`src/vga_pkg.sv`:
```
/*
 * Shared definitions for the VGA picture generator. Colour and counter
 * widths, grid and sprite geometry, default frame timing and the pattern
 * that fills the image ROM.
 */
`default_nettype none

package vga_pkg;

    localparam int rgb_w     = 12;  // 4 bits each for red, green and blue.
    localparam int cnt_w     = 11;
    localparam int img_sel_w = 4;
    localparam int img_count = 10;  // nine tiles and the sprite.

    localparam logic [rgb_w-1:0] color_white = 12'hfff;

    // ####################
    // tile grid and sprite
    // ####################
    localparam int grid_n     = 3;
    localparam int grid_x0    = 4;
    localparam int grid_y0    = 2;
    localparam int tile_pitch = 18;

    localparam logic [img_sel_w-1:0] sprite_sel = 4'd9;

    // ####################
    // default frame timing
    // ####################
    localparam logic [cnt_w-1:0] def_h_active     = 11'd64;
    localparam logic [cnt_w-1:0] def_h_total      = 11'd80;
    localparam logic [cnt_w-1:0] def_h_sync_start = 11'd68;
    localparam logic [cnt_w-1:0] def_h_sync_len   = 11'd6;
    localparam logic [cnt_w-1:0] def_v_active     = 11'd60;
    localparam logic [cnt_w-1:0] def_v_total      = 11'd66;
    localparam logic [cnt_w-1:0] def_v_sync_start = 11'd62;
    localparam logic [cnt_w-1:0] def_v_sync_len   = 11'd2;
    localparam int               def_tile_bits    = 4;

    // red is the image index, green the row, blue the column.
    function automatic logic [rgb_w-1:0] image_pattern(input logic [img_sel_w-1:0] img,
                                                       input int addr, input int side_bits);
        int row;
        int col;
        row = addr >> side_bits;
        col = addr & ((1 << side_bits) - 1);
        return {img, 4'(row), 4'(col)};  // row and column wrap modulo 16.
    endfunction

endpackage

`default_nettype wire

```
`src/draw_background.sv`:
```
/*
 * Background stage. Paints a white one-pixel border around the visible
 * area, fills the rest with bg_color and registers the timing once.
 */
`timescale 1ns/1ps
`default_nettype none

module draw_background #(
    parameter logic [vga_pkg::cnt_w-1:0] h_active = vga_pkg::def_h_active,
    parameter logic [vga_pkg::cnt_w-1:0] v_active = vga_pkg::def_v_active
) (
    input  logic                      clk,
    input  logic                      rst,
    input  logic [vga_pkg::cnt_w-1:0] hcount_in,
    input  logic [vga_pkg::cnt_w-1:0] vcount_in,
    input  logic                      hsync_in,
    input  logic                      vsync_in,
    input  logic                      hblnk_in,
    input  logic                      vblnk_in,
    input  logic [vga_pkg::rgb_w-1:0] bg_color,
    output logic [vga_pkg::cnt_w-1:0] hcount,
    output logic [vga_pkg::cnt_w-1:0] vcount,
    output logic                      hsync,
    output logic                      vsync,
    output logic                      hblnk,
    output logic                      vblnk,
    output logic [vga_pkg::rgb_w-1:0] rgb
);

    import vga_pkg::*;

    logic [rgb_w-1:0] rgb_nxt;
    logic             on_border;

    assign on_border = (vcount_in == '0) || (vcount_in == v_active - 1'b1) ||
                       (hcount_in == '0) || (hcount_in == h_active - 1'b1);

    always_comb begin
        if (hblnk_in || vblnk_in) begin
            rgb_nxt = '0;  // black during blanking.
        end else if (on_border) begin
            rgb_nxt = color_white;
        end else begin
            rgb_nxt = bg_color;
        end
    end

    always_ff @(posedge clk) begin
        if (rst) begin
            {hcount, vcount, hsync, vsync, hblnk, vblnk} <= '0;
            rgb <= '0;
        end else begin
            {hcount, vcount, hsync, vsync, hblnk, vblnk} <=
                {hcount_in, vcount_in, hsync_in, vsync_in, hblnk_in, vblnk_in};
            rgb <= rgb_nxt;
        end
    end

endmodule

`default_nettype wire

```
`config.mk`:
```
export PLATFORM = sky130hd
export DESIGN_NAME = draw_background
export DESIGN_NICKNAME = d
export VERILOG_FILES = /design/src/vga_pkg.sv /design/src/draw_background.sv
export SDC_FILE = /design/constraint.sdc
export NUM_CORES = 1
export LEC_CHECK = 0
export ABC_AREA = 1
export BUFFER_PORTS_ARGS = -buffer_cell sky130_fd_sc_hd__buf_2
export CORE_MARGIN = 2
export CORE_UTILIZATION = 45
export DETAILED_ROUTE_END_ITERATION = 16
export GPL_TIMING_DRIVEN = 1
export PLACE_DENSITY = 0.81
export SLEW_MARGIN = 0
export SYNTH_ARGS = -nofsm -noshare
export SYNTH_HDL_FRONTEND = slang
export SYNTH_SLANG_ARGS = --single-unit
```
`constraint.sdc`:
```
create_clock -name clk -period 2.2 [get_ports clk]
set_input_delay 0.11 -clock clk [delete_from_list [all_inputs] [get_ports clk]]
set_output_delay 0.11 -clock clk [all_outputs]
set_load 0.03 [all_outputs]
```
Word level (Yosys, flattened, before mapping)

Index checks and enable logic that the tools add are counted.

Eq/ne operators: 2
Multiplexer cells: 1
Reductions and logical operators: 7

Operators by type and width:

| cell                                                             | count |
|---|---|
| 11-bit by 6-bit == test with 1-bit output, second input constant | 2 |
| 11-bit zero test                                                 | 2 |
| 12-bit 2-to-1 mux                                                | 1 |
| 1-bit logical OR                                                 | 4 |
| 2-bit OR reduction                                               | 1 |

Bits in registers: 38
Input port bits: 40
Logic and storage cells: 17

Depth between registers and ports, before layout

Gate-level depths: netlist (run 1).

Word-level depth: 5
Mapped depth: 10

Worst setup path before layout (run 1)

Ideal clock, no wire load.

Path type: in2reg
From: input port hcount_in[6] in the netlist's numbering
To: register rgb[10] in the netlist's numbering
Setup time: 0.109 ns
Arrival time: 0.686 ns
Data required time: 2.091 ns
Path slack: 1.405 ns
Stages on the path: 10
Cell sequence: inv_2 -> nand2_1 -> nor2_1 -> nand2_1 -> nand2_1 -> nand2_2 -> buf_6 -> nand3_2 -> nand2_1 -> inv_1

Cells in the longest elaborated chain, start to end: 4
Elaborated cells between the ends (all ways): 5
Those cells by class: 1 x eq/ne; 1 x mux; 3 x reduce/logical

Ends and longest elaborated chain:

| item                  | line                  | source |
|---|---|---|
| from (decl)           | draw_background.sv:14 | `input logic [vga_pkg::cnt_w-1:0] hcount_in,` |
| 11-bit zero test      | draw_background.sv:36 | `(hcount_in == '0) \|\| (hcount_in == h_active - 1'b1);` |
| 1-bit logical OR      | draw_background.sv:35 | `assign on_border = (vcount_in == '0) \|\| (vcount_in == v_active - 1'b1) \|\|` |
| 1-bit logical OR (*)  | draw_background.sv:36 |  |
| 12-bit 2-to-1 mux (*) | draw_background.sv:41 | `end else if (on_border) begin` |
| to (signal assigned)  | draw_background.sv:55 | `rgb <= rgb_nxt;` |
| to (decl)             | draw_background.sv:27 | `output logic [vga_pkg::rgb_w-1:0] rgb` |

Mark *: on every way between the ends. The rest lies on a longest branch, timed or not.
A chain may end at the register's enable or synchronous reset.

Final worst setup path (run 1)

From: input port vcount_in[9] in the netlist's numbering
To: register rgb[0] in the netlist's numbering

Cells in the longest elaborated chain, start to end: 5
Elaborated cells between the ends (all ways): 6
Those cells by class: 1 x eq/ne; 1 x mux; 4 x reduce/logical

Ends and longest elaborated chain:

| item                                                                          | line                  | source |
|---|---|---|
| from (decl)                                                                   | draw_background.sv:15 | `input logic [vga_pkg::cnt_w-1:0] vcount_in,` |
| 11-bit by 6-bit == test with 1-bit output or 11-bit zero test (tied branches) | draw_background.sv:35 |  |
| 1-bit logical OR (*) (2 in series)                                            | draw_background.sv:35 |  |
| 1-bit logical OR (*)                                                          | draw_background.sv:36 |  |
| 12-bit 2-to-1 mux (*)                                                         | draw_background.sv:41 |  |

Marked as above.

==> qor.txt, run 1 <==
global-route wire length before repair: 4.84 mm
Clock transition at path regs: 100 ps
Std-Cell Rows: 20
worst-path cell chain: dlygate4sd3_1, buf_2, nor2_1, nand2_1, nor2_2, nand3_2, nand3_1, nand2_1, inv_1
Int Power: 0.000967 W
# placed instances: 278
sequential area share after synthesis: 0.541
total of max-cap violations: 0
Die Width: 59.9 um
Clock Tree Root: clkbuf_4
Crit path top cell by count: nand2_1
crit path launch type: primary input
fmax: 0.715 GHz
Flop pwr share: 0.551
most common cell in the netlist: inv_1
switching pwr: 0.000350 W
flops & latches, synth: 38
ys flop type: dfxtp_1
CTS tree: built
vias in the first global route: 1229
Die H: 59.9 um
Synthesized Nets: 214
Final Slew Violations: 0
Top Ports: 78
Post-DP HPWL: 2.04 mm
Remaining DRCs: 0
DRT Pass-1 Iters: 4
Crit Path Class: in -> reg
full die area: 3590 um2
setup violators final: 0
top cell types by occurrence after synthesis: inv_1 (47), dfxtp_1 (38), nor2_1 (34)
n_diodes: 0
DRT Wirelength: 3.07 mm
cells after synthesis: 174
Slew HR: 0.562
CP peak stage delay: 530 ps
Hold Crit Start: vcount_in[3]
fillcell total: 255
Worst Hold End: vcount[3]
synth warn: 0
hold path cells: 3
post-synthesis cell area: 1410 um2
CP delay by family, top: simple AND/OR/NAND/NOR gates
Final min period: 1400 ps
PwrDens: 645 nW/um2
Mean Syn Cell Area: 8.08 um2
LEAKAGE: 1.29 nW
Fin Setup TNS: 0 ps
htree depth: 2
Hold WC Path Type: in -> reg
routed length per instance: 10.0 um
Synth cell types: 14
vias post-DR: 1269
Period Utilization, post-route: 0.636
final hold vios: 0
overall global routing resource usage: 0.184
Layout area overhead: 45.3%
Final ANT Viol Nets: 0
# nets final: 313
clock sinks: 38
critical path arrival: 1670 ps
Setup Buffers After CTS: 0
non-filler cells in the finished layout: 307
Via density: 4.13
leading post-synthesis cells by cell area: dfxtp_1 (54%), inv_1 (13%), nor2_1 (9.1%)
worst hold slack: 16.3 ps
Worst Path Buf+Inv: 3
largest area contributor in the netlist: dfxtp_1
critical-path maximum fanout: 12
Post-synth EDFFs: 0
Initial Util: 0.468
RSZ-0062 raised after global routing: no
critical path endpoint category: flop
clock network power share: 0.275
post-synth top area share: 0.541
routability cong.: 0.715
layout cells sized above 1: 0.380
slowest cell on the critical path: dlygate4sd3_1
power share of the combinational group: 0.174
antenna violations before repair: 0
Num CTS Buffers: 5
IO buf count: 77
status: finished clean
Clock Tree Buf Depth: 2
Post-synth ARST share: 0
Tightest Pin Transition: 653 ps
largest net degree at the start of global routing: 28
grt total ovfl: 0
drt initial violations: 40
switching share of total power: 0.266
Peak VDD IR: 0.000350 V
core region area: 3000 um2
Worst EP required: 2470 ps
-- through the flow --
| step | utilization | setup WS (ps) | area [um2] | power (W) |
|---|---|---|---|---|
| 2_1_floorplan | - | 1410 | 1410 | 0.000867 |
| 5_1_grt | 0.680 | 720 | 2040 | 0.00140 |
| 3_3_place_gp | 0.590 | 1030 | 1770 | 0.000936 |
| 3_5_place_dp | 0.590 | 1000 | 1770 | 0.000941 |
| 4_1_cts | 0.673 | 847 | 2020 | 0.00133 |
| 6_report | 0.680 | 801 | 2040 | 0.00132 |
-- power groups by stage --
stage	clock network, W	logic (W)	registers, W
after CTS	0.000374	0.000225	0.000726
after floorplan	0	0.0000606	0.000807
after global routing	0.000420	0.000250	0.000729
after global placement	0	0.000195	0.000741
after detailed placement	0	0.000200	0.000741
final	0.000363	0.000229	0.000726
-- metal layers --
| metal | wire length, um | track usage | up-vias |
|---|---|---|---|
| met5 | 0 | 0 | - |
| met2 | 1610 | 0.320 | 47 |
| li1 | - | - | 682 |
| met3 | 191 | 0.0714 | 4 |
| met1 | 1230 | 0.189 | 536 |
| met4 | 46 | 0.0984 | 0 |
-- state kept, by name, summed over array words and instances, names as in the netlist --
register and cells:
hblnk 1, hcount 11, hsync 1, rgb 12
vblnk 1, vcount 11, vsync 1
-- placed cells by master (no fill, tap or decap) --
cell type	n
nand2_1	27
clkbuf_8	1
nand2_2	2
inv_1	47
nand3_2	11
nor2_1	34
dlygate4sd3_1	21
clkbuf_4	5
nor2_2	1
clkinv_2	1
clkbuf_1	1
dfxtp_1	38
nand3_1	2
buf_2	77
inv_2	3
nor3_2	2
o21ai_2	1
-- area by class of cell --
type	instances	area, um2	share of cell area
sequential	38	761	0.373
timing repair buffer	98	596	0.292
multi-input combinational	80	397	0.194
inverter	50	188	0.0919
clock buffer	7	55.1	0.0270
tap	33	41.3	0.0202
clock inverter	1	5.00	0.00245
-- kinds of logic (layout without fill, tap and decap cells) --
kind of cell,count (synthesis),in the layout,synth area share
buf+inv,56,156,0.176
compound gates,1,1,0.00623
flops,38,38,0.541
simple gates,79,79,0.276
-- timing repair --
action | CTS | global route
gates resized for setup | 0 | 0
hold endpoints to repair | 19 | 2
hold buffers | 19 | 2
endpoints found under the setup margin | 0 | 0
-- how the worst max path moves through the flow --
stage	from	end	slack (ps)	cells past startpoint
final	vcount_in[9]	rgb[0]	800	9
after global routing	vcount_in[10]	rgb[11]	720	9
after CTS	vcount_in[10]	rgb[0]	850	9
after detailed placement	rst	rgb[4]	1000	4
after global placement	rst	rgb[9]	1030	4
after floorplan	hcount_in[6]	rgb[10]	1410	10
Power figures use the tool's default switching activity.
==> run 2, diff against run 1 <==
Settings changed: CORE_UTILIZATION 45 to 43, PLACE_DENSITY 0.81 to 0.78.
Clock period 2.2 ns to 1.5 ns, I/O delays scaled along.
==> run 2 against run 1 <==
Net effect: hold slack worse by 13 ps; largest cell class unchanged; die area is 4.3% higher; power is 49% higher; final area is 6.3% higher.
==> qor.txt, run 2 (synthesized netlist as in run 1, its figures left out) <==
status: finished clean
global-route wire length before repair: 4.94 mm
PwrDens: 905 nW/um2
Std-Cell Rows: 20
Clock Tree Buf Depth: 2
non-filler cells in the finished layout: 330
Crit path top cell by count: nand2_1
max reg flops: 12
CP delay by family, top: simple AND/OR/NAND/NOR gates
Final min period: 1300 ps
Clock transition at path regs: 110 ps
CP peak stage delay: 540 ps
IO buf count: 77
routability cong.: 0.709
Post-DP HPWL: 2.09 mm
critical path endpoint category: flop
largest net degree at the start of global routing: 23
# nets final: 325
Remaining DRCs: 0
Fin Setup TNS: 0 ps
final hold vios: 0
Tightest Pin Transition: 356 ps
Final Slew Violations: 0
worst-path cell chain: dlygate4sd3_1, buf_2, nor2_1, nand2_1, nor2_2, nand3_2, nand3_1, nand2_1, inv_1
routed length per instance: 9.90 um
crit path from: vcount_in[9]
Hold WC Path Type: in -> reg
full die area: 3740 um2
Die Width: 61.2 um
LEAKAGE: 1.35 nW
Worst EP required: 1790 ps
grt total ovfl: 0
crit path launch type: primary input
commonest non-fill, non-tap cells in the layout: buf_2 (77), inv_1 (47), dfxtp_1 (38), nor2_1 (34), dlygate4sd3_1 (31)
Period Utilization, post-route: 0.867
fmax: 0.769 GHz
total of max-cap violations: 0
vias post-DR: 1347
RSZ-0062 raised after global routing: no
total power: 0.00197 W
Top Ports: 78
clock sinks: 38
Initial Util: 0.457
Clock Tree Root: clkbuf_4
number of cells on the critical path: 9
Final ANT Viol Nets: 0
Setup Buffers After CTS: 0
layout cells sized above 1: 0.371
slowest cell on the critical path: dlygate4sd3_1
overall global routing resource usage: 0.187
DRT Pass-1 Iters: 4
CTS tree: built
Peak VDD IR: 0.000566 V
Worst Setup EP: rgb[0]
Via density: 4.08
Num CTS Buffers: 5
n_diodes: 0
core region area: 3080 um2
vias in the first global route: 1262
critical path arrival: 1590 ps
Layout area overhead: 54.5%
# hold bufs at CTS: 30
# placed instances: 291
DRT Wirelength: 3.27 mm
critical-path maximum fanout: 12
commonest non-fill, non-tap cell in the layout: buf_2
htree depth: 2
Crit Path Class: in -> reg
Worst Path Buf+Inv: 3
setup violators final: 0
drt initial violations: 37
Die H: 61.2 um
antenna violations before repair: 0
post_cts resized: 0
Slew HR: 0.763
largest register by flop count: rgb
[run 2: cell count changes in the layout (fill, tap and decap cells not counted), sizes merged]
cell,change
buf,+2
dlygate4sd3,+10
[run 2: worst min path at each step]
| stage | startpoint | endpoint | slack, ps | cells past startpoint |
|---|---|---|---|---|
| 2_1_floorplan | hcount_in[4] | hcount[4] | 180 | 2 |
| 3_3_place_gp | vsync_in | vsync | 280 | 3 |
| 3_5_place_dp | vsync_in | vsync | 280 | 3 |
| 4_1_cts | bg_color[6] | rgb[6] | 5 | 5 |
| 5_1_grt | bg_color[6] | rgb[6] | 3 | 5 |
| 6_report | bg_color[5] | rgb[5] | 4 | 5 |
[run 2: area by class of cell]
class	count	area [um2]
repair buffers	110	711
inverters	50	188
well taps	44	55.1
fillers	258	907
clock inverters	1	5.00
multi-input cells	80	397
clock buffers	7	55.1
flip-flops and latches	38	761
[run 2: where the power goes]
part,internal (W),switching (W)
Combinational,0.000157,0.000204
Sequential,0.00105,0.0000102
Clock,0.000227,0.000313
[run 2: per-layer routing]
| metal | share of wire | track usage | up-vias |
|---|---|---|---|
| met5 | 0 | 0 | - |
| met4 | 0.027 | 0.106 | 0 |
| met3 | 0.059 | 0.0651 | 11 |
| met2 | 0.54 | 0.345 | 47 |
| met1 | 0.38 | 0.178 | 581 |
| li1 | - | - | 708 |
[run 2: through the flow]
| stage | util | hold slack (ps) | cell area, um2 | setup slack [ps] |
|---|---|---|---|---|
| after floorplan | - | 182 | 1410 | 740 |
| after global placement | 0.585 | 280 | 1800 | 420 |
| after detailed placement | 0.585 | 284 | 1800 | 413 |
| after CTS | 0.702 | 4.95 | 2160 | 219 |
| after global routing | 0.705 | 2.53 | 2170 | 83.9 |
| final | 0.705 | 3.59 | 2170 | 200 |
