File: src/vga_pkg.sv
/*
 * Shared definitions for the VGA picture generator. Colour and counter
 * widths, grid and sprite geometry, default frame timing and the pattern
 * that fills the image ROM.
 */
`default_nettype none

package vga_pkg;

    localparam int rgb_w     = 12;  // 4 bits each for red, green and blue.
    localparam int cnt_w     = 11;
    localparam int img_sel_w = 4;
    localparam int img_count = 10;  // nine tiles and the sprite.

    localparam logic [rgb_w-1:0] color_white = 12'hfff;

    // ####################
    // tile grid and sprite
    // ####################
    localparam int grid_n     = 3;
    localparam int grid_x0    = 4;
    localparam int grid_y0    = 2;
    localparam int tile_pitch = 18;

    localparam logic [img_sel_w-1:0] sprite_sel = 4'd9;

    // ####################
    // default frame timing
    // ####################
    localparam logic [cnt_w-1:0] def_h_active     = 11'd64;
    localparam logic [cnt_w-1:0] def_h_total      = 11'd80;
    localparam logic [cnt_w-1:0] def_h_sync_start = 11'd68;
    localparam logic [cnt_w-1:0] def_h_sync_len   = 11'd6;
    localparam logic [cnt_w-1:0] def_v_active     = 11'd60;
    localparam logic [cnt_w-1:0] def_v_total      = 11'd66;
    localparam logic [cnt_w-1:0] def_v_sync_start = 11'd62;
    localparam logic [cnt_w-1:0] def_v_sync_len   = 11'd2;
    localparam int               def_tile_bits    = 4;

    // red is the image index, green the row, blue the column.
    function automatic logic [rgb_w-1:0] image_pattern(input logic [img_sel_w-1:0] img,
                                                       input int addr, input int side_bits);
        int row;
        int col;
        row = addr >> side_bits;
        col = addr & ((1 << side_bits) - 1);
        return {img, 4'(row), 4'(col)};  // row and column wrap modulo 16.
    endfunction

endpackage

`default_nettype wire

File: src/vga_timing.sv
/*
 * VGA timing generator. Frame counters with registered sync and
 * blank strobes derived from the geometry parameters.
 */
`timescale 1ns/1ps
`default_nettype none

module vga_timing #(
    parameter logic [vga_pkg::cnt_w-1:0] h_active     = vga_pkg::def_h_active,
    parameter logic [vga_pkg::cnt_w-1:0] h_total      = vga_pkg::def_h_total,
    parameter logic [vga_pkg::cnt_w-1:0] h_sync_start = vga_pkg::def_h_sync_start,
    parameter logic [vga_pkg::cnt_w-1:0] h_sync_len   = vga_pkg::def_h_sync_len,
    parameter logic [vga_pkg::cnt_w-1:0] v_active     = vga_pkg::def_v_active,
    parameter logic [vga_pkg::cnt_w-1:0] v_total      = vga_pkg::def_v_total,
    parameter logic [vga_pkg::cnt_w-1:0] v_sync_start = vga_pkg::def_v_sync_start,
    parameter logic [vga_pkg::cnt_w-1:0] v_sync_len   = vga_pkg::def_v_sync_len
) (
    input  logic                      clk,
    input  logic                      rst,
    output logic [vga_pkg::cnt_w-1:0] hcount,
    output logic [vga_pkg::cnt_w-1:0] vcount,
    output logic                      hsync,
    output logic                      vsync,
    output logic                      hblnk,
    output logic                      vblnk
);

    import vga_pkg::*;

    logic [cnt_w-1:0] hcount_nxt;
    logic [cnt_w-1:0] vcount_nxt;

    always_comb begin
        if (hcount == h_total - 1'b1) begin
            hcount_nxt = '0;
            if (vcount == v_total - 1'b1) begin
                vcount_nxt = '0;
            end else begin
                vcount_nxt = vcount + 1'b1;  // new line.
            end
        end else begin
            hcount_nxt = hcount + 1'b1;
            vcount_nxt = vcount;
        end
    end

    // strobes are decoded from the next count so they stay aligned.
    always_ff @(posedge clk) begin
        if (rst) begin
            hcount <= '0;
            vcount <= '0;
            hsync  <= 1'b0;
            vsync  <= 1'b0;
            hblnk  <= 1'b0;
            vblnk  <= 1'b0;
        end else begin
            hcount <= hcount_nxt;
            vcount <= vcount_nxt;
            hblnk  <= (hcount_nxt >= h_active);
            vblnk  <= (vcount_nxt >= v_active);
            hsync  <= (hcount_nxt >= h_sync_start) &&
                      (hcount_nxt < h_sync_start + h_sync_len);
            vsync  <= (vcount_nxt >= v_sync_start) &&
                      (vcount_nxt < v_sync_start + v_sync_len);
        end
    end

endmodule

`default_nettype wire

File: config.mk
export PLATFORM = sky130hd
export DESIGN_NAME = vga_timing
export DESIGN_NICKNAME = d
export VERILOG_FILES = /design/src/vga_pkg.sv /design/src/vga_timing.sv
export SDC_FILE = /design/constraint.sdc
export NUM_CORES = 1
export LEC_CHECK = 0
export ABC_AREA = 0
export BUFFER_PORTS_ARGS = -buffer_cell sky130_fd_sc_hd__buf_2
export CORE_AREA = 3 3 59 67
export CTS_BUF_LIST = sky130_fd_sc_hd__clkbuf_8 sky130_fd_sc_hd__clkbuf_16
export DETAILED_ROUTE_END_ITERATION = 7
export DIE_AREA = 0 0 62 70
export PLACE_DENSITY_LB_ADDON = 0.3
export RECOVER_POWER = 25
export SYNTH_ARGS = -nofsm -noshare
export SYNTH_HDL_FRONTEND = slang
export SYNTH_SLANG_ARGS = --single-unit
File: constraint.sdc
create_clock -name clk -period 2.7 [get_ports clk]
set_clock_uncertainty 0.15 [all_clocks]
set_input_delay 0.27 -clock clk [delete_from_list [all_inputs] [get_ports clk]]
set_output_delay 0.27 -clock clk [all_outputs]
set_load 0.01 [all_outputs]
Word level (Yosys, flattened, before mapping)
Cells that the tools add are included.
{"block": "word_totals", "reg_bits": 26, "out_inout_bits": 26}
{"block": "classes", "add_sub_neg": 2, "order_cmp": 6, "n_eq_ne": 2, "n_mux": 3, "reduce_logical": 2}
{"op": "two-way mux 11 bit", "count": 3}
{"op": "adder 11 x 1 -> 11 bit, second input constant", "count": 2}
{"op": "== test 11 x 7 -> 1 bit, second input constant", "count": 2}
{"op": "greater-or-equal comparator 11 x 6 -> 1 bit, second input constant", "count": 2}
{"op": "greater-or-equal comparator 11 x 7 -> 1 bit, second input constant", "count": 2}
{"op": "less-than comparator 11 x 7 -> 1 bit, second input constant", "count": 2}
{"op": "logical AND 1 bit", "count": 2}

Longest topological paths before layout
Gate-level depths: netlist (run 1).
{"block": "depth", "depth_word": 5, "mapped_depth": 8}

Worst setup path before layout (run 1)
No wires, ideal clock.
{"block": "synth_timing", "path_type": "register to register", "startpoint": "register hcount[0] (netlist name)", "endpoint": "register vblnk", "setup_time_ns": 0.075, "arrival_ns": 1.949, "t_required_ns": 2.475, "path_slack_ns": 0.527, "stages_incl_launch_ff": 8, "n_path_buf": 1, "path_cell_list": "dfxtp_1 ha_1 and3_1 buf_4 nand3_2 or4_4 a22o_1 a31oi_1"}
{"block": "synth_between", "elab_chain_len": 3}
{"element": "start: declaration", "line": "vga_timing.sv:20", "rtl": "output logic [vga_pkg::cnt_w-1:0] hcount,"}
{"element": "start signal: assignment", "line": "vga_timing.sv:57", "rtl": "hcount <= hcount_nxt;"}
{"element": "== test 11 x 7 -> 1 bit", "line": "vga_timing.sv:34", "rtl": "if (hcount == h_total - 1'b1) begin"}
{"element": "two-way mux 11 bit", "line": "vga_timing.sv:34"}
{"element": "greater-or-equal comparator 11 x 6 -> 1 bit", "line": "vga_timing.sv:60", "rtl": "vblnk <= (vcount_nxt >= v_active);"}
{"element": "end signal: assignment", "line": "vga_timing.sv:60"}
{"element": "end: declaration", "line": "vga_timing.sv:25", "rtl": "output logic vblnk"}
Every way passes these cells.
A chain may end at the register's enable or synchronous reset.

Worst setup path in the final report (run 1)
{"block": "layout_timing", "startpoint": "register hcount[0] (netlist name)", "endpoint": "register vsync"}
{"block": "layout_between", "elab_chain_len": 4, "word_cells_on_any_way": 5, "cone_classes": "order compare: 2; eq/ne: 1; mux: 1; reduce/logical: 1"}
{"element": "== test 11 x 7 -> 1 bit (*)", "line": "vga_timing.sv:34"}
{"element": "two-way mux 11 bit (*)", "line": "vga_timing.sv:34"}
{"element": "greater-or-equal comparator 11 x 6 -> 1 bit or less-than comparator 11 x 7 -> 1 bit (tied branches)", "line": "vga_timing.sv:63, vga_timing.sv:64"}
{"element": "logical AND 1 bit (*)", "line": "vga_timing.sv:63", "rtl": "vsync <= (vcount_nxt >= v_sync_start) &&"}
{"element": "end signal: assignment", "line": "vga_timing.sv:63"}
{"element": "end: declaration", "line": "vga_timing.sv:23", "rtl": "output logic vsync,"}
Mark *: on every way between the ends. The rest lies on a longest branch, timed or not.

==> metrics, run 1 <==
total internal power=0.000595 W; Synth Area in Adders=0.0254; Post-Synth Simple-Gate Area=0.323; Synth Area per Inst=8.04 um^2; DRC Markers=0; H-tree depth=1; synthesized area=1480 um^2; Gate power share=0.038; Avg Vias per Cell=5.32; initial core utilization=0.444; Least-Margin Pin Slew=0.398 ns; Resize count post-CTS=0; post-synth top area share=0.352; mux share of post-synthesis cell area=0.00676; first-pass GRT wire length=5390 um; post-synthesis compound-gate area fraction=0.134; largest family of logic cells by synthesized area=simple AND/OR/NAND/NOR gates; RD Place Congestion=0.793; P&R area growth vs syn=13.8%; setup TNS=0 ns; Global Route Usage Sum=0.158; Seq pwr share=0.528; slew margin rel.=0.732; Post-synth EDFFs=0; commonest non-fill, non-tap cell in the layout=dfxtp_1; global route overflow=0; largest area contributor in the netlist=dfxtp_1; DR WL/cell=12.8 um; Clock Power Share=0.434; Setup crit start kind=register; Tmin final=2.28 ns; Sw Ratio=0.197; initial antenna violation count=0; Final ANT Viol Nets=0; Root Buffer=clkbuf_8; syn_nets=189; FILL cells=344; Setup Fix Bufs, Post-CTS=0; Core Util, Final=0.506; ys flop type=dfxtp_1; Hold Crit Depth=2; static leakage=0.657 nW; port bufs=27; hold_buf cts=0; ratio of cells with drive above 1 in the final layout=0.122; Pre-antenna DRT Iters=4; vias in the first global route=1166; dpl hpwl=2420 um; Sink Count=26; # rows=22; status=finished, final reports clean; post-synthesis cell type count=49; ant diodes=0; Routed WL=3250 um; final period utilization=0.844; Final setup violation count=0; chip width=62 um; height of the die=70 um; Critical Path AT=2.31 ns; Synth async-reset ratio=0; core box area=3330 um^2; Synth Instances=184; final hold vios=0; cts bufs inserted=3; PD cells=440 nW/um^2; CP Class=register to register; sequential-to-total area share from yosys stat=0.352; worst vdd ir=0.000223 V; CTS clk-pin slew, worst paths=0.09 ns; clock buffer depth=2; final-stage net count=211; number of DRC markers in iteration 0=64; NetSw=0.000146 W; IO Count=28; clk_lat worst skew=0.27 ns; max cap viols=0; routed vias=1347; Worst setup EP type=register; Data required, critical path=2.73 ns; R2R depth=7; worst hold path type=input port to register; unrepaired setup endpoints after global routing=no; Pins Over Slew Limit=0; CTS tree=done; largest net degree at the start of global routing=16; Synth Warn #=0; Fmax achieved=439 MHz; die footprint=4340 um^2; Critical Path Fanout Max=12; Seq cells post-synth=26; xor/xnor cell area share of the yosys netlist=0.107; most frequent cells in the layout=26 x dfxtp_1, 22 x nor2_1, 18 x nand2_1; largest cells by area after synthesis=dfxtp_1 35%, xnor2_1 7.7%, nor2_1 5.6%, nand2_1 4.6%, a21oi_1 3.0%
==> worst paths after layout <==
| path | start | endpoint | slack, ns |
|---|---|---|---|
| max | hcount[0] | vsync | 0.42 |
| max reg2reg | hcount[0] | vsync | 0.42 |
| min | rst | hcount[9] | 0.18 |
| min reg2reg | hcount[0] | hcount[0] | 0.32 |
==> per-layer routing <==
layer,up-vias,part of all wire,GRT usage
met4,0,0.013,0.0495
met5,-,0,0
met3,5,0.038,0.0222
li1,687,-,-
met1,629,0.49,0.229
met2,26,0.46,0.236
==> cells in the mapped netlist, drive strengths merged, types with 3 or more instances <==
master and count:
dfxtp 26, nor2 22, nand2 18, xnor2 13
nand3 10, a21oi 9, nor3 8, and3 7
clkbuf 7, inv 6, o21ai 5, xor2 5
buf 4, nand2b 4, nand4 4, a31oi 3
ha 3
==> per-stage QoR <==
| stage | setup WS, ns | total power [W] | area (um^2) | cells | hold slack, ns |
|---|---|---|---|---|---|
| final | 0.421 | 0.000741 | 1680 | 253 | 0.180 |
| after global routing | 0.201 | 0.000768 | 1680 | 253 | 0.200 |
| after CTS | 0.412 | 0.000753 | 1700 | 253 | 0.180 |
| after detailed placement | 0.438 | 0.000430 | 1630 | 249 | 0.308 |
| after global placement | 0.501 | 0.000430 | 1630 | 249 | 0.305 |
| after floorplan | 0.527 | 0.000419 | 1480 | 184 | 0.196 |
==> power by group through the flow <==
stage | Combinational, W | Clock (W) | Sequential [W]
after floorplan | 0.0000180 | 0 | 0.000401
after global placement | 0.0000301 | 0 | 0.000400
after detailed placement | 0.0000295 | 0 | 0.000400
after CTS | 0.0000298 | 0.000332 | 0.000391
after global routing | 0.0000323 | 0.000344 | 0.000392
final | 0.0000284 | 0.000322 | 0.000391
==> cell families after synthesis <==
| logic type | count (synthesis) |
|---|---|
| and+or+nand+nor | 89 |
| AOI/OAI and AO/OA | 30 |
| DFF | 26 |
| xor gates and xnor gates | 18 |
| buffers and inverters | 17 |
| adders and majority gates | 3 |
| muxes | 1 |
==> final cells by class <==
class / count / area [um^2] / share of cell area
Sequential cell: 26 / 520 / 0.309
Clock inverter: 1 / 30.0 / 0.0178
Timing Repair Buffer: 28 / 129 / 0.0765
Clock buffer: 3 / 41.3 / 0.0245
Inverter: 6 / 22.5 / 0.0134
Tap cell: 48 / 60.1 / 0.0357
Multi-Input combinational cell: 141 / 881 / 0.523
==> sequential cells by signal, indices dropped and copies added (netlist names) <==
signal  flops
vblnk       1
vcount     11
hcount     11
vsync       1
hblnk       1
hsync       1
==> critical path, cell delays in order, from the launching register on <==
cell      delay [ns]
dfxtp_1         0.39
ha_1            0.28
and3_1          0.32
nand3_2         0.11
buf_4           0.19
or3_1           0.36
a21oi_1         0.17
nor4bb_1        0.22
(Power assumes the default switching activity.)
==> run 2: changes to the inputs <==
==> constraint.sdc (replaced) <==
create_clock -name clk -period 2.09 [get_ports clk]
set_clock_uncertainty 0.15 [all_clocks]
set_input_delay 0.209 -clock clk [delete_from_list [all_inputs] [get_ports clk]]
set_output_delay 0.209 -clock clk [all_outputs]
set_load 0.01 [all_outputs]
==> metrics, run 2 (same netlist as run 1, synthesis figures left out) <==
Final setup violation count=0; Final ANT Viol Nets=0; crit path capture=vblnk; # rows=22; initial core utilization=0.444; RD Place Congestion=0.806; unrepaired setup endpoints after global routing=no; RR Startpoint=hcount[0]; CTS tree=done; Clock Power Share=0.367; number of DRC markers in iteration 0=45; Routed WL=3420 um; Critical Path AT=2.01 ns; ant diodes=0; final period utilization=0.937; Setup Fix Bufs, Post-CTS=0; clk_lat worst skew=0.27 ns; total internal power=0.000690 W; most frequent cells in the layout=22 x nor2_1, 22 x dfxtp_1, 19 x buf_4; Gate power share=0.058; Pins Over Slew Limit=0; final-stage net count=229; Least-Margin Pin Slew=0.387 ns; hold_buf cts=0; Largest regs=hcount: 11 flops, vcount: 11 flops; FILL cells=323; static leakage=0.754 nW; Global Route Usage Sum=0.177; core box area=3330 um^2; flop2flop setup slack=0.13 ns; post-route cell area=1830 um^2; Pre-antenna DRT Iters=4; global route overflow=0; vias in the first global route=1371; R2R depth=6; Worst setup EP type=register; height of the die=70 um; status=finished, final reports clean; slew margin rel.=0.740; Data required, critical path=2.14 ns; final hold vios=0; Sw Ratio=0.215; port bufs=27; first-pass GRT wire length=6020 um; clock buffer depth=2; CP Class=register to register; PD cells=480 nW/um^2; chip width=62 um; Worst Hold Launch=rst; Resize count post-CTS=0; Critical Path Fanout Max=5; cts bufs inserted=3; Avg Vias per Cell=5.18; setup TNS=0 ns; routed vias=1403; FF-to-FF End=vblnk; NetSw=0.000189 W; largest net degree at the start of global routing=15; ratio of cells with drive above 1 in the final layout=0.233; IO Count=28; initial antenna violation count=0; Root Buffer=clkbuf_8; P&R area growth vs syn=23.7%; DRC Markers=0; Seq pwr share=0.574; max cap viols=0; Setup crit start kind=register; Fmax achieved=510 MHz; crit path from=hcount[0]; worst vdd ir=0.000250 V; H-tree depth=1; Sink Count=26; Area after DPL=1780 um^2; dpl hpwl=2630 um; DR WL/cell=12.6 um; CTS clk-pin slew, worst paths=0.09 ns; Tmin final=1.96 ns; worst hold path type=input port to register; die footprint=4340 um^2
-- run 2: changes by cell type in the layout (fill, tap and decap cells not counted), sizes merged --
| cell | before | now |
|---|---|---|
| clkbuf | 14 | 13 |
| buf | 17 | 37 |
| bufinv | 1 | 0 |
-- run 2: worst min path at each step --
stage,depth (start not counted),endpoint
3_3_place_gp,1,hcount[0]
2_1_floorplan,1,vcount[1]
6_report,2,vcount[0]
3_5_place_dp,1,hcount[0]
4_1_cts,2,vcount[0]
5_1_grt,2,vcount[4]
-- run 2: worst max-delay path, stage by stage, from the launching register on --
cell,delay (ns)
dfxtp_4,0.38
ha_4,0.13
and3_2,0.20
nand3_2,0.08
or4_4,0.54
a22o_1,0.24
a31oi_1,0.16
-- run 2: final cells by class --
type | instances | area [um^2] | area share
multi-input combinational | 141 | 898 | 0.491
tap | 48 | 60.1 | 0.0328
timing repair buffer | 46 | 267 | 0.146
sequential | 26 | 528 | 0.288
inverter | 6 | 22.5 | 0.0123
clock buffer | 4 | 55.1 | 0.0301
-- run 2: through the flow --
step / setup WS, ns / power, W / std cells / hold slack [ns] / utilization
2_1_floorplan: 0.00522 / 0.000546 / 184 / 0.135 / -
5_1_grt: 0.00989 / 0.000923 / 271 / 0.151 / 0.550
3_3_place_gp: 0.0728 / 0.000568 / 267 / 0.307 / 0.533
6_report: 0.131 / 0.000879 / 271 / 0.141 / 0.550
3_5_place_dp: 0.0799 / 0.000568 / 267 / 0.314 / 0.533
4_1_cts: 0.0423 / 0.000896 / 271 / 0.128 / 0.550
-- run 2: routing by layer --
| layer | up-vias | GRT usage | part of all wire |
|---|---|---|---|
| li1 | 722 | - | - |
| met1 | 648 | 0.218 | 0.45 |
| met2 | 29 | 0.295 | 0.50 |
| met3 | 4 | 0.0351 | 0.036 |
| met4 | 0 | 0.0590 | 0.012 |
| met5 | - | 0 | 0 |
-- run 2: power groups by stage --
stage / Sequential [W] / Clock (W) / Combinational, W
after floorplan: 0.000520 / 0 / 0.0000259
after global placement: 0.000516 / 0 / 0.0000520
after detailed placement: 0.000517 / 0 / 0.0000518
after CTS: 0.000505 / 0.000339 / 0.0000520
after global routing: 0.000506 / 0.000360 / 0.0000577
final: 0.000505 / 0.000323 / 0.0000513
==> run 3: changes to the inputs <==
--- a/config.mk
+++ b/config.mk
@@ -6,11 +6,11 @@
 export NUM_CORES = 1
 export LEC_CHECK = 0
 export ABC_AREA = 0
-export BUFFER_PORTS_ARGS = -buffer_cell sky130_fd_sc_hd__buf_2
 export CORE_AREA = 3 3 59 67
-export CTS_BUF_LIST = sky130_fd_sc_hd__clkbuf_8 sky130_fd_sc_hd__clkbuf_16
+export CTS_BUF_LIST = sky130_fd_sc_hd__clkbuf_16
 export DETAILED_ROUTE_END_ITERATION = 7
 export DIE_AREA = 0 0 62 70
+export DONT_BUFFER_PORTS = 1
 export PLACE_DENSITY_LB_ADDON = 0.3
 export RECOVER_POWER = 25
 export SYNTH_ARGS = -nofsm -noshare
==> metrics, run 3 (same netlist as run 1, synthesis figures left out) <==
status=finished, final reports clean; largest net degree at the start of global routing=14; Final ANT Viol Nets=0; crit path capture=vsync; Final setup violation count=0; Critical Path AT=2.00 ns; Hold Crit Depth=3; worst hold path type=input port to register; DR WL/cell=14.6 um; setup TNS=0 ns; RD Place Congestion=0.879; Critical Path Stages=6; Setup crit start kind=register; Fmax achieved=504 MHz; crit path from=vcount[1]; IO Count=28; chip width=62 um; RR Startpoint=vcount[1]; Final WS setup=0.107 ns; critical path buffer and inverter count=1; Largest regs=hcount: 11 flops, vcount: 11 flops; ant diodes=0; Avg Vias per Cell=5.44; Tmin final=1.98 ns; static leakage=0.678 nW; cell chain of the critical path=buf_4 > nand3_1 > or2_1 > o21ai_0 > a22oi_2 > nor4bb_4; PD cells=545 nW/um^2; height of the die=70 um; Worst setup EP type=register; number of DRC markers in iteration 0=81; Sink Count=26; initial antenna violation count=0; R2R depth=6; global route overflow=0; cts bufs inserted=3; die footprint=4340 um^2; P&R area growth vs syn=20.7%; Setup Fix Bufs, Post-CTS=0; Pre-antenna DRT Iters=4; Setup WS pre-CTS=0.0976 ns; slew margin rel.=0.638; Critical Path Fanout Max=5; Pins Over Slew Limit=0; most frequent cells in the layout=24 x dfxtp_1, 22 x nor2_1, 22 x buf_4; DRC Markers=0; CP Class=register to register; commonest non-fill, non-tap cell in the layout=dfxtp_1; CTS tree=done; final-stage net count=209; Routed WL=3640 um; routed vias=1361; clock buffer depth=2; final period utilization=0.949; first-pass GRT wire length=6030 um; max cap viols=0; Data required, critical path=2.11 ns; dpl hpwl=2730 um; H-tree depth=1; CTS clk-pin slew, worst paths=0.06 ns; vias in the first global route=1333; FF-to-FF End=vsync; # rows=22; ratio of cells with drive above 1 in the final layout=0.183; DP Cell Count=246; clk_lat worst skew=0.26 ns; worst vdd ir=0.000313 V; final hold vios=0; flop2flop setup slack=0.11 ns; Global Route Usage Sum=0.180; Crit path max-delay family=simple AND/OR/NAND/NOR gates; final std cells w/o fill=250; Core Util, Final=0.536; CP peak stage delay=0.39 ns; core box area=3330 um^2; port bufs=0; Root Buffer=clkbuf_16; initial core utilization=0.444; Least-Margin Pin Slew=0.542 ns; Crit-path slowest cell=dfxtp_1
==> run 3: layout make-up <==
class                           count  area, um^2
Fill cell                         298        1540
Timing Repair Buffer               26         186
Tap cell                           48        60.1
Sequential cell                    26         523
Clock buffer                        3        75.1
Inverter                            6        22.5
Multi-Input combinational cell    141         920
==> run 3: worst min-delay path: stages <==
cell and delay, ns:
nor2_1 0.04, o21ai_0 0.07, nor4_1 0.05
==> run 3: timing repair <==
action	4_1_cts	5_1_grt
endpoints found under the setup margin	0	2
hold endpoints to repair	11	0
hold buffers	1	0
gates resized for setup	0	7
==> run 3: worst min-delay path by stage <==
| stage | start | endpoint | slack, ns |
|---|---|---|---|
| after global placement | rst | hcount[8] | 0.13 |
| after CTS | rst | hblnk | 0.003 |
| after global routing | rst | hblnk | 0.02 |
| after detailed placement | rst | vcount[7] | 0.14 |
| after floorplan | rst | vcount[1] | 0.14 |
| final | rst | hsync | 0.009 |
==> run 3: through the flow <==
step	hold WS [ns]	total power, W	instance area [um^2]
2_1_floorplan	0.135	0.000546	1490
3_3_place_gp	0.134	0.000561	1690
4_1_cts	0.00338	0.000991	1770
6_report	0.00923	0.000974	1790
5_1_grt	0.0200	0.00101	1790
3_5_place_dp	0.136	0.000563	1690
==> run 3: metal layers <==
metal,vias to the layer above,share of wire,GRT usage
met5,-,0,0
met4,0,0.026,0.0849
met3,11,0.059,0.0573
met2,40,0.51,0.281
met1,629,0.40,0.214
li1,681,-,-
==> run 3: report_power, final <==
| group | switching (W) | internal [W] | leakage, nW | total [W] |
|---|---|---|---|---|
| Combinational | 0.0000302 | 0.0000221 | 0.430 | 0.0000524 |
| Sequential | 0.00000420 | 0.000501 | 0.211 | 0.000505 |
| Clock | 0.000164 | 0.000253 | 0.0370 | 0.000417 |
| Total | 0.000198 | 0.000776 | 0.678 | 0.000974 |
